$ cat src/irq_pkg.sv
// *************************************************
// irq_pkg
// shared sizes, command and report encodings and
// bus structs of the interrupt unit
// *************************************************

package irq_pkg;

	// line counts
	localparam int N_LINES = 32;
	localparam int N_MASK = 10;

	// external sources occupy lines 0..11
	localparam int N_EXT = 12;

	// channel reports occupy lines 12..27
	localparam int N_CHAN = 16;

	// fixed line numbers
	localparam int LINE_CHAN_SPECIAL = 29;
	localparam int LINE_SOFT_LO = 30;
	localparam int LINE_SOFT_HI = 31;

	// sender credits after reset, same as receiver buffer depth
	localparam int CHAN_CREDITS = 2;

	// cpu command opcodes
	typedef enum logic [2:0] {
		CMD_NONE     = 3'd0,
		CMD_SET_MASK = 3'd1,
		CMD_WRITE_RZ = 3'd2,
		CMD_CLEAR_RZ = 3'd3,
		CMD_SOFT_INT = 3'd4,
		CMD_ACK      = 3'd5,
		CMD_RETURN   = 3'd6
	} int_cmd_e;

	// kind of an i/o channel report
	typedef enum logic {
		REP_NORMAL  = 1'b0,
		REP_SPECIAL = 1'b1
	} chan_rep_kind_e;

	// command port, one command per cycle
	typedef struct packed {
		int_cmd_e op;
		logic [15:0] data;
	} int_cmd_t;

	// channel report, valid only while a credit is held
	typedef struct packed {
		logic valid;
		chan_rep_kind_e kind;
		logic [$clog2(N_CHAN)-1:0] chan;
	} chan_rep_t;

	// vector output, valid for one cycle per accepted interrupt
	typedef struct packed {
		logic valid;
		logic [$clog2(N_LINES)-1:0] num;
	} vec_t;

endpackage

$ cat src/int_mask_reg.sv
// *************************************************
// int_mask_reg
// 10-bit interrupt mask register, expanded to the
// per-line enables through the fixed group map
// *************************************************

`timescale 1ns/1ps

module int_mask_reg import irq_pkg::*; (
	input logic clk,
	input logic rst,
	input int_cmd_t cmd,
	output logic [N_LINES-1:0] line_en
);

	logic [N_MASK-1:0] mask;

	// mask load from the low data bits
	always_ff @(posedge clk) begin
		if (rst) begin
			mask <= '0;
		end else if (cmd.op == CMD_SET_MASK) begin
			mask <= cmd.data[N_MASK-1:0];
		end
	end

	// group map, line 0 first
	// line 0 cannot be masked
	// lines 1..4 have a bit each
	// the rest share one bit per group
	always_comb begin
		line_en = '0;
		line_en[0] = 1'b1;
		line_en[4:1] = mask[3:0];
		line_en[11:5] = {7{mask[4]}};
		line_en[13:12] = {2{mask[5]}};
		line_en[15:14] = {2{mask[6]}};
		line_en[21:16] = {6{mask[7]}};
		line_en[27:22] = {6{mask[8]}};
		// software, special channel and spare lines
		line_en[31:28] = {4{mask[9]}};
	end

endmodule

$ cat src/int_request_reg.sv
// *************************************************
// int_request_reg
// request and in-service registers, fixed priority
// chain from line 0 up, irq and ack selection
// *************************************************

`timescale 1ns/1ps

module int_request_reg import irq_pkg::*; (
	input logic clk,
	input logic rst,
	input int_cmd_t cmd,
	input logic [N_EXT-1:0] ext_int,
	input logic [N_LINES-1:0] chan_set,
	input logic [N_LINES-1:0] line_en,
	output logic irq,
	output logic [N_LINES-1:0] accept_onehot
);

	logic [N_LINES-1:0] req;
	logic [N_LINES-1:0] isr;
	logic [N_LINES-1:0] blocked;
	logic [N_LINES-1:0] eligible;
	logic [N_LINES-1:0] ack_sel;
	logic [N_LINES-1:0] ret_sel;
	logic [N_LINES-1:0] req_set;
	logic [N_LINES-1:0] req_clr;
	logic [N_LINES-1:0] req_next;
	logic [N_LINES-1:0] isr_next;
	logic blk;

	// isolates the lowest set bit, i.e. the highest priority line
	function automatic logic [N_LINES-1:0] lowest_one(input logic [N_LINES-1:0] v);
		return v & (~v + 1'b1);
	endfunction

	// an in-service line blocks itself and everything above it
	always_comb begin
		blk = 1'b0;
		for (int i = 0; i < N_LINES; i++) begin
			blk = blk | isr[i];
			blocked[i] = blk;
		end
	end

	assign eligible = req & line_en & ~blocked;
	assign ack_sel = lowest_one(eligible);
	assign ret_sel = lowest_one(isr);

	// set and clear sources
	always_comb begin
		req_set = '0;
		req_set[N_EXT-1:0] = ext_int;
		req_set = req_set | chan_set;
		req_clr = '0;
		isr_next = isr;
		case (cmd.op)
			CMD_WRITE_RZ: begin
				req_set[N_EXT-1:0] = req_set[N_EXT-1:0] | cmd.data[N_EXT-1:0];
				// upper data nibble goes to lines 28..31
				req_set[31:28] = req_set[31:28] | cmd.data[15:12];
			end
			CMD_CLEAR_RZ: begin
				req_clr = '1;
			end
			CMD_SOFT_INT: begin
				if (cmd.data[0]) begin
					req_set[LINE_SOFT_HI] = 1'b1;
				end else begin
					req_set[LINE_SOFT_LO] = 1'b1;
				end
			end
			CMD_ACK: begin
				// accepted line moves from request to in-service
				req_clr = ack_sel;
				isr_next = isr | ack_sel;
			end
			CMD_RETURN: begin
				isr_next = isr & ~ret_sel;
			end
			default: begin
			end
		endcase
	end

	// clear first, then set
	assign req_next = (req & ~req_clr) | req_set;

	always_ff @(posedge clk) begin
		if (rst) begin
			req <= '0;
			isr <= '0;
			irq <= 1'b0;
			accept_onehot <= '0;
		end else begin
			req <= req_next;
			isr <= isr_next;
			irq <= |eligible;
			// one-cycle accept pulse, zero when nothing was eligible
			if (cmd.op == CMD_ACK) begin
				accept_onehot <= ack_sel;
			end else begin
				accept_onehot <= '0;
			end
		end
	end

endmodule

$ cat src/int_vector_enc.sv
// *************************************************
// int_vector_enc
// encodes the accepted line into a registered
// one-cycle vector number
// *************************************************

`timescale 1ns/1ps

module int_vector_enc import irq_pkg::*; (
	input logic clk,
	input logic rst,
	input logic [N_LINES-1:0] accept_onehot,
	output vec_t vec
);

	logic [$clog2(N_LINES)-1:0] num;
	logic any;

	// scan downwards so the lowest set line wins
	always_comb begin
		num = '0;
		for (int i = N_LINES - 1; i >= 0; i--) begin
			if (accept_onehot[i]) begin
				num = ($clog2(N_LINES))'(i);
			end
		end
	end

	assign any = |accept_onehot;

	always_ff @(posedge clk) begin
		if (rst) begin
			vec <= '0;
		end else begin
			vec.valid <= any;
			// number is held only with a valid accept
			if (any) begin
				vec.num <= num;
			end
		end
	end

endmodule

$ cat src/chan_int_rx.sv
// *************************************************
// chan_int_rx
// credit-based receiver for i/o channel reports,
// 2-entry buffer and decoding into request lines
// *************************************************

`timescale 1ns/1ps

module chan_int_rx import irq_pkg::*; (
	input logic clk,
	input logic rst,
	input chan_rep_t chan_rep,
	output logic credit_ret,
	output logic [N_LINES-1:0] chan_set
);

	chan_rep_t fifo_q [CHAN_CREDITS];
	chan_rep_t head;
	logic [$clog2(CHAN_CREDITS)-1:0] wr_ptr;
	logic [$clog2(CHAN_CREDITS)-1:0] rd_ptr;
	logic [$clog2(CHAN_CREDITS+1)-1:0] cnt;
	// credits the sender currently holds
	logic [$clog2(CHAN_CREDITS+1)-1:0] cred;
	logic push;
	logic pop;

	// a report without a credit is dropped
	assign push = chan_rep.valid && (cred != '0);
	assign pop = (cnt != '0);
	assign head = fifo_q[rd_ptr];

	// oldest entry decoded to a one-hot line
	always_comb begin
		chan_set = '0;
		if (pop) begin
			if (head.kind == REP_SPECIAL) begin
				chan_set[LINE_CHAN_SPECIAL] = 1'b1;
			end else begin
				chan_set[N_EXT + int'(head.chan)] = 1'b1;
			end
		end
	end

	always_ff @(posedge clk) begin
		if (push) begin
			fifo_q[wr_ptr] <= chan_rep;
		end
	end

	always_ff @(posedge clk) begin
		if (rst) begin
			wr_ptr <= '0;
			rd_ptr <= '0;
			cnt <= '0;
			cred <= ($bits(cred))'(CHAN_CREDITS);
			credit_ret <= 1'b0;
		end else begin
			if (push) begin
				wr_ptr <= wr_ptr + 1'b1;
			end
			if (pop) begin
				rd_ptr <= rd_ptr + 1'b1;
			end
			// fill level and sender credits move in opposite directions
			if (push && !pop) begin
				cnt <= cnt + 1'b1;
				cred <= cred - 1'b1;
			end else if (!push && pop) begin
				cnt <= cnt - 1'b1;
				cred <= cred + 1'b1;
			end
			credit_ret <= pop;
		end
	end

endmodule

$ cat src/int_unit.sv
// *************************************************
// int_unit
// interrupt unit top: mask, request and in-service
// registers, channel receiver, vector encoder
// *************************************************

`timescale 1ns/1ps

module int_unit import irq_pkg::*; (
	input logic clk,
	input logic rst,
	input int_cmd_t cmd,
	input logic [N_EXT-1:0] ext_int,
	input chan_rep_t chan_rep,
	output logic credit_ret,
	output logic irq,
	output vec_t vec
);

	logic [N_LINES-1:0] line_en;
	logic [N_LINES-1:0] chan_set;
	logic [N_LINES-1:0] accept_onehot;

	// mask and line enables
	int_mask_reg u_mask (
		.clk     (clk),
		.rst     (rst),
		.cmd     (cmd),
		.line_en (line_en)
	);

	// channel reports into one-hot line sets
	chan_int_rx u_chan_rx (
		.clk        (clk),
		.rst        (rst),
		.chan_rep   (chan_rep),
		.credit_ret (credit_ret),
		.chan_set   (chan_set)
	);

	// request, in-service and priority
	int_request_reg u_req (
		.clk           (clk),
		.rst           (rst),
		.cmd           (cmd),
		.ext_int       (ext_int),
		.chan_set      (chan_set),
		.line_en       (line_en),
		.irq           (irq),
		.accept_onehot (accept_onehot)
	);

	// vector number of the accepted line
	int_vector_enc u_vec (
		.clk           (clk),
		.rst           (rst),
		.accept_onehot (accept_onehot),
		.vec           (vec)
	);

endmodule

$ cat config.mk
export PLATFORM = sky130hd
export DESIGN_NAME = int_unit
export DESIGN_NICKNAME = d
export VERILOG_FILES = /design/src/irq_pkg.sv /design/src/int_mask_reg.sv /design/src/int_request_reg.sv /design/src/int_vector_enc.sv /design/src/chan_int_rx.sv /design/src/int_unit.sv
export SDC_FILE = /design/constraint.sdc
export NUM_CORES = 1
export LEC_CHECK = 0
export ABC_AREA = 1
export BUFFER_PORTS_ARGS = -buffer_cell sky130_fd_sc_hd__buf_2
export CAP_MARGIN = 20
export CELL_PAD_IN_SITES_DETAIL_PLACEMENT = 1
export CELL_PAD_IN_SITES_GLOBAL_PLACEMENT = 1
export CORE_MARGIN = 4
export CORE_UTILIZATION = 44
export CTS_CLUSTER_SIZE = 10
export DETAILED_ROUTE_END_ITERATION = 16
export GPL_ROUTABILITY_DRIVEN = 1
export PLACE_DENSITY_LB_ADDON = 0.1
export SLEW_MARGIN = 10
export SYNTH_ARGS = -nofsm -noshare
export SYNTH_HDL_FRONTEND = slang
export SYNTH_SLANG_ARGS = --single-unit
$ cat constraint.sdc
create_clock -name clk -period 4 [get_ports clk]
set_clock_uncertainty 0.2 [all_clocks]
set_input_delay 0.2 -clock clk [delete_from_list [all_inputs] [get_ports clk]]
set_output_delay 0.2 -clock clk [all_outputs]
set_load 0.02 [all_outputs]
Word level (Yosys, flattened, before mapping)
Memory sizes are Yosys's and may differ from the RTL's. A register that Yosys moved wholly into a read port is not among the register bits.
Cells that the tools add are included.
Word-level totals
  flip-flop bits (word level): 120
  RAM bits: 12
  bits of input ports: 39
  output and inout port bits: 8
  logic and storage cells: 144
  memories kept: 1
Memory list
  u_chan_rx.fifo_q: words 2, width 6, read ports 1, clocked after memory_dff 1, write ports 1, line chan_int_rx.sv:17  | chan_rep_t fifo_q [CHAN_CREDITS];
Cells by class
  add/subtract/negate cells: 9
  $lt $le $gt $ge: 2
  equal/unequal tests: 6
  mux-type cells: 53
  bitwise logic cells: 48
  reductions and logical operators: 13
Operators by type and width (count)
  $and A32 B32 Y32: 6
  $mux W5: 32
  $not A32 Y32: 5
  $pmux W32 S2: 2
  $add A32 B1 Y32 const B: 2
  $or A32 B32 Y32: 2
  $reduce_or A32 Y1: 2
  $ge A32 B1 Y1 const B: 1
  $lt A32 B7 Y1 const B: 1
  $mux W32: 1
  $or A12 B32 Y32: 1
  $or A1 B1 Y1: 31
  $mux W29: 1
  $mux W12: 1
  $mux W2: 6
  $or A12 B12 Y12: 1
  $eq A3 B3 Y1 const B: 3
  $mux W1: 8
  $reduce_bool A2 Y1: 4
  $eq A3 B2 Y1 const B: 2
  $add A4 B4 Y5 const A: 1
  $demux W1 S5: 1
  $add A2 B1 Y2 const B: 2
  $logic_and A1 B1 Y1: 4
  other kinds (8): 11

Logic depth before layout (Yosys ltp)
  depth after elaboration: 40
  mapped depth: 33
  gate-level depth less buffers: 33

Modules after synthesis
From an unflattened synthesis, not the netlist that was laid out.
Second synthesis, totals
  cell total of the unflattened synthesis: 1073
  area total of the unflattened synthesis: 7318.3 µm²
Modules (own cells, without submodules)
  int_request_reg: instances 1, cells each 732, area each 5024.8 µm², sequential area each 1941.9 µm²
  chan_int_rx: instances 1, cells each 133, area each 983.4 µm², sequential area each 460.4 µm²
  int_mask_reg: instances 1, cells each 89, area each 708.2 µm², sequential area each 200.2 µm²
  int_vector_enc: instances 1, cells each 119, area each 601.8 µm², sequential area each 120.1 µm²

Worst setup path after synthesis
No wires, ideal clock.
  path kind: reg2reg
  from: register u_req.isr[0]
  to: register u_req.req[30]
  library setup time: 128 ps
  arrival time: 2514 ps
  setup slack: 1159 ps
  stages on the path, launching flop included: 23
  buffers on the path: 0
  cell sequence: dfxtp_1 nor2_2 nand2_1 nor2_2 nand3_1 nor2_2 nand2_1 nor2_2 nand2_2 nor2_4 nand2_2 nor2_4 nand2_2 nor2_2 inv_2 nor2_8 nand2_2 nor3_2 nand3_1 nor3_2 nand4_1 a31oi_1 nor2_1
Between the ends
  word-level cells in the longest chain between the ends: 39
RTL lines
  start: declaration: line int_request_reg.sv:21  | logic [N_LINES-1:0] isr;
  start signal: assignment: line int_request_reg.sv:97  | isr <= isr_next;
  $or A1 B1 Y1 (30 in series): line int_request_reg.sv:41  | blk = blk | isr[i];
  $not A32 Y32 (*): line int_request_reg.sv:46  | assign eligible = req & line_en & ~blocked;
  $and A32 B32 Y32 (*): line int_request_reg.sv:46
  $not A32 Y32: line int_request_reg.sv:34  | return v & (~v + 1'b1);
  $add A32 B1 Y32: line int_request_reg.sv:34
  $and A32 B32 Y32 (*): line int_request_reg.sv:34
  $pmux W32 S2 (*): line int_request_reg.sv:57  | case (cmd.op)
  $not A32 Y32 (*): line int_request_reg.sv:87  | assign req_next = (req & ~req_clr) | req_set;
  $and A32 B32 Y32 (*): line int_request_reg.sv:87
  $or A32 B32 Y32 (*): line int_request_reg.sv:87
  end signal: assignment: line int_request_reg.sv:96  | req <= req_next;
  end: declaration: line int_request_reg.sv:20  | logic [N_LINES-1:0] req;
Every way passes the cells marked *; elsewhere a longest branch is shown, timed or not.
A chain may end at the register's enable or synchronous reset.

Final worst setup path
Same ends and word-level chain as after synthesis.

==> reports/metrics.cfg <==
[final_layout]
finalNetCount = 988
antenna_cells = 0
nFillCells = 1771
multi_input_area_um2 = 3072
final_core_util_pct = 55.55
final_layout_size_suffix_gt1_share_pct = 15.90
synthToLayoutAreaGrowth_pct = 22.50
seqCellArea_um2 = 2723

[logic_synthesis]
syn_area_um2 = 6344
ys_top_cells_by_count = 134 x nand2_1, 121 x dfxtp_1, 118 x inv_1
yosysWarnings = 0
synthMuxAreaShare_pct = 0
synth_xor_area_share_pct = 0.4142
synth_fp_nets = 903
synth_top_area_share_pct = 38.19
ys_async_sr_fraction_pct = 0
synth-edff-count = 10
seq_area_frac_synth_pct = 42.92
synth_area_leaders = dfxtp_1 38%, nand2_1 7.9%, inv_1 7.0%
yosysUniqueCellTypes = 46
synth_top_family_by_area = simple AND/OR/NAND/NOR gates
synth_ff_type = dfxtp_1
syn-mean-instance-area_um2 = 7.385
synth_compound_area_share_pct = 13.43
syn-instance-count = 859
synth_top_cell_by_area = dfxtp_1
yosysMostFrequentCell = nand2_1
synth_fa_ha_area_share_pct = 0.9862
ys_ff_latch = 131
synthSimpleGateAreaFrac_pct = 33.51

[setup_path]
critPathMaxStageDelay_ns = 0.37
crit_arrival_ns = 3.65
critPathMaxFanout = 6
startpoint_type = flop
crit_path_frequent_cell = nor2_2
path_delay_family = simple AND/OR/NAND/NOR gates
cp.buffers_inverters = 1
cp_slowest_cell = dfxtp_1
setup.worst_path.end_class = flop
crit_type = reg -> reg
cp_cell_sequence = nor2_2 > nand2_1 > nor2_2 > nand3_1 > nor2_2 > nand2_1 > nor2_2 > nand2_2 > nor2_4 > nand2_2 > nor2_4 > nand2_2 > nor2_2 > inv_2 > nor2_8 > nand2_2 > nor3_2 > nand3_1 > nor3_2 > nand4_1 > a31oi_1 > nor2_1
r2r_setup_slack_ns = 0.43
cp.required_ns = 4.08

[die]
fp.dieH_um = 128.1
start_util_pct = 45.35
rows = 43
core_area_um2 = 13990
fp.dieW_um = 128.1
die_area_um2 = 16400
io_pins = 47

[clock_network]
cts_setup_buffers = 0
numCtsBuffers = 17
root_buffer = clkbuf_16
clock-sinks = 131
clk-insertion-delay-late_ns = 0.42
cts_tree = done
postCtsHoldBufs = 40
cts_resized = 0
clock_path_buffers = 2
clk_pin_slew_ns = 0.06
cts_max_level = 4

[route]
wl_met3_mm = 1.074
vias = 6329
drt_pass1_iterations = 4
drc_errors = 0
vias_per_cell = 5.571
drtAntennaViolNets = 0
initialDrtViolationCount = 329
wl_per_cell_um = 18.91
wl_met1_mm = 9.570
top_layer_used = met4
met2_length_mm = 10.22
routed_wirelength_mm = 21.48

[placed_design]
gp_congestion = 0.9372
dp_hpwl_mm = 14.89
numPortBuffers = 46

[timing]
clock.fmax_mhz = 280.0
tightest_slew_ns = 1.126
rsz0062_at_grt = no
max_slew_margin_pct = 24.22
hold_viol = 0
layout_min_cycle_time_ns = 3.572
finalMaxSlewViolations = 0
finalSetupTns_ns = 0
period_share_pct = 89.30
setup_viol = 0

[global_route]
grt_pass1_vias = 6700
grt_pass1_wl_mm = 34.93
grt_max_degree = 53
grt_usage_pct = 27.09
gr-total-overflow = 0
antenna_found_initial = 0

[job]
cap_violations = 0

[power_and_ir_drop]
powerDensity_nw_per_um2 = 474.0
ir_worst_vdd_uv = 317.9
static-leakage-power_uw = 0.003303

[run_status]
outcome = completed

[worst_hold_path]
worstHoldPathType = in -> reg

[worst register-to-register path: stages, from the launching register on]
cell	delay [ns]
dfxtp_1	0.37
nor2_2	0.20
nand2_1	0.09
nor2_2	0.17
nand3_1	0.11
nor2_2	0.13
nand2_1	0.11
nor2_2	0.13
nand2_2	0.08
nor2_4	0.11
nand2_2	0.09
nor2_4	0.18
nand2_2	0.11
nor2_2	0.11
inv_2	0.09
nor2_8	0.13
nand2_2	0.10
nor3_2	0.15
nand3_1	0.11
nor3_2	0.17
nand4_1	0.21
a31oi_1	0.22
nor2_1	0.05
[metrics by stage]
step | instance area, µm² | hold slack, ns | worst slack, ns | std cells | power [µW]
after floorplan | 6344 | 0.09887 | 1.159 | 859 | 1867
after global placement | 6758 | 0.1894 | 0.5609 | 1065 | 2003
after detailed placement | 6758 | 0.1913 | 0.4818 | 1065 | 2036
after CTS | 7771 | 0.06815 | 0.4496 | 1136 | 3677
after global routing | 7771 | 0.1301 | 0.06510 | 1136 | 3845
final | 7771 | 0.07565 | 0.4280 | 1136 | 3683
[per-layer routing]
| layer | track usage (%) | up-vias |
|---|---|---|
| li1 | - | 3046 |
| met1 | 35.32 | 3048 |
| met2 | 44.89 | 185 |
| met3 | 5.000 | 50 |
| met4 | 9.863 | 0 |
| met5 | 0 | - |
[worst paths after layout]
kind,start,cells after the start,to
worst min-delay path,chan_rep[5],5,u_chan_rx.wr_ptr
worst min register to register,u_vec.vec[0],2,u_vec.vec[0]
worst max register to register,u_req.isr[0],22,u_req.req[30]
worst max-delay path,u_req.isr[0],22,u_req.req[30]
[layout make-up]
type | count | share of cell area [%]
Clock inverter | 8 | 1.610
Multi-Input combinational cell | 581 | 39.53
Sequential cell | 131 | 35.03
Inverter | 122 | 5.893
Timing Repair Buffer | 91 | 8.759
Tap cell | 180 | 2.898
Clock buffer | 23 | 6.279
[power breakdown]
group          internal [µW]  leakage, µW  switching (µW)  total [µW]
Sequential              1410      0.00108            60.0        1470
Clock                   1040     0.000288             578        1620
Combinational            205      0.00194             392         597
Total                   2650      0.00330            1030        3680
[placed cells by master (no fill, tap or decap), types with 4 or more instances in the layout]
| master | n |
|---|---|
| a31o_2 | 14 |
| nor4_1 | 10 |
| inv_1 | 118 |
| clkinvlp_4 | 4 |
| nand3_2 | 5 |
| nand2_1 | 134 |
| a31oi_1 | 10 |
| o211ai_1 | 7 |
| clkbuf_16 | 17 |
| or2_2 | 5 |
| nor3_2 | 6 |
| nand3_1 | 70 |
| nor2_2 | 14 |
| nand2_2 | 9 |
| nor2_1 | 106 |
| o22ai_1 | 6 |
| dfxtp_1 | 121 |
| buf_2 | 46 |
| nor3_1 | 16 |
| o21ai_0 | 33 |
| a21oi_1 | 59 |
| buf_4 | 4 |
| ha_1 | 5 |
| edfxtp_1 | 10 |
| nor2_4 | 9 |
| nand4_1 | 30 |
| clkbuf_8 | 4 |
| nand3b_1 | 6 |
| dlygate4sd3_1 | 40 |
[cells by family (layout without fill, tap and decap cells)]
group,count (synthesis),in the layout
adder cells (fa/ha/maj),5,5
AO/OA/AOI/OAI,143,143
XOR/XNOR,3,3
AND/OR/NAND/NOR,430,430
buffers and inverters,147,244
flip-flops,131,131
[sequential cells by signal, summed over array words and instances, names as in the netlist, named ones only]
signal and count:
u_chan_rx.cred 2, u_req.req 32, u_req.accept_onehot 32, u_chan_rx.wr_ptr 1
u_vec.vec 6, u_chan_rx.fifo_q 10, u_req.irq 1, u_chan_rx.rd_ptr 1
u_req.isr 32, u_chan_rx.cnt 2, u_mask.mask 10, u_chan_rx.credit_ret 1
Note: power is estimated with default switching activity, not from simulation.
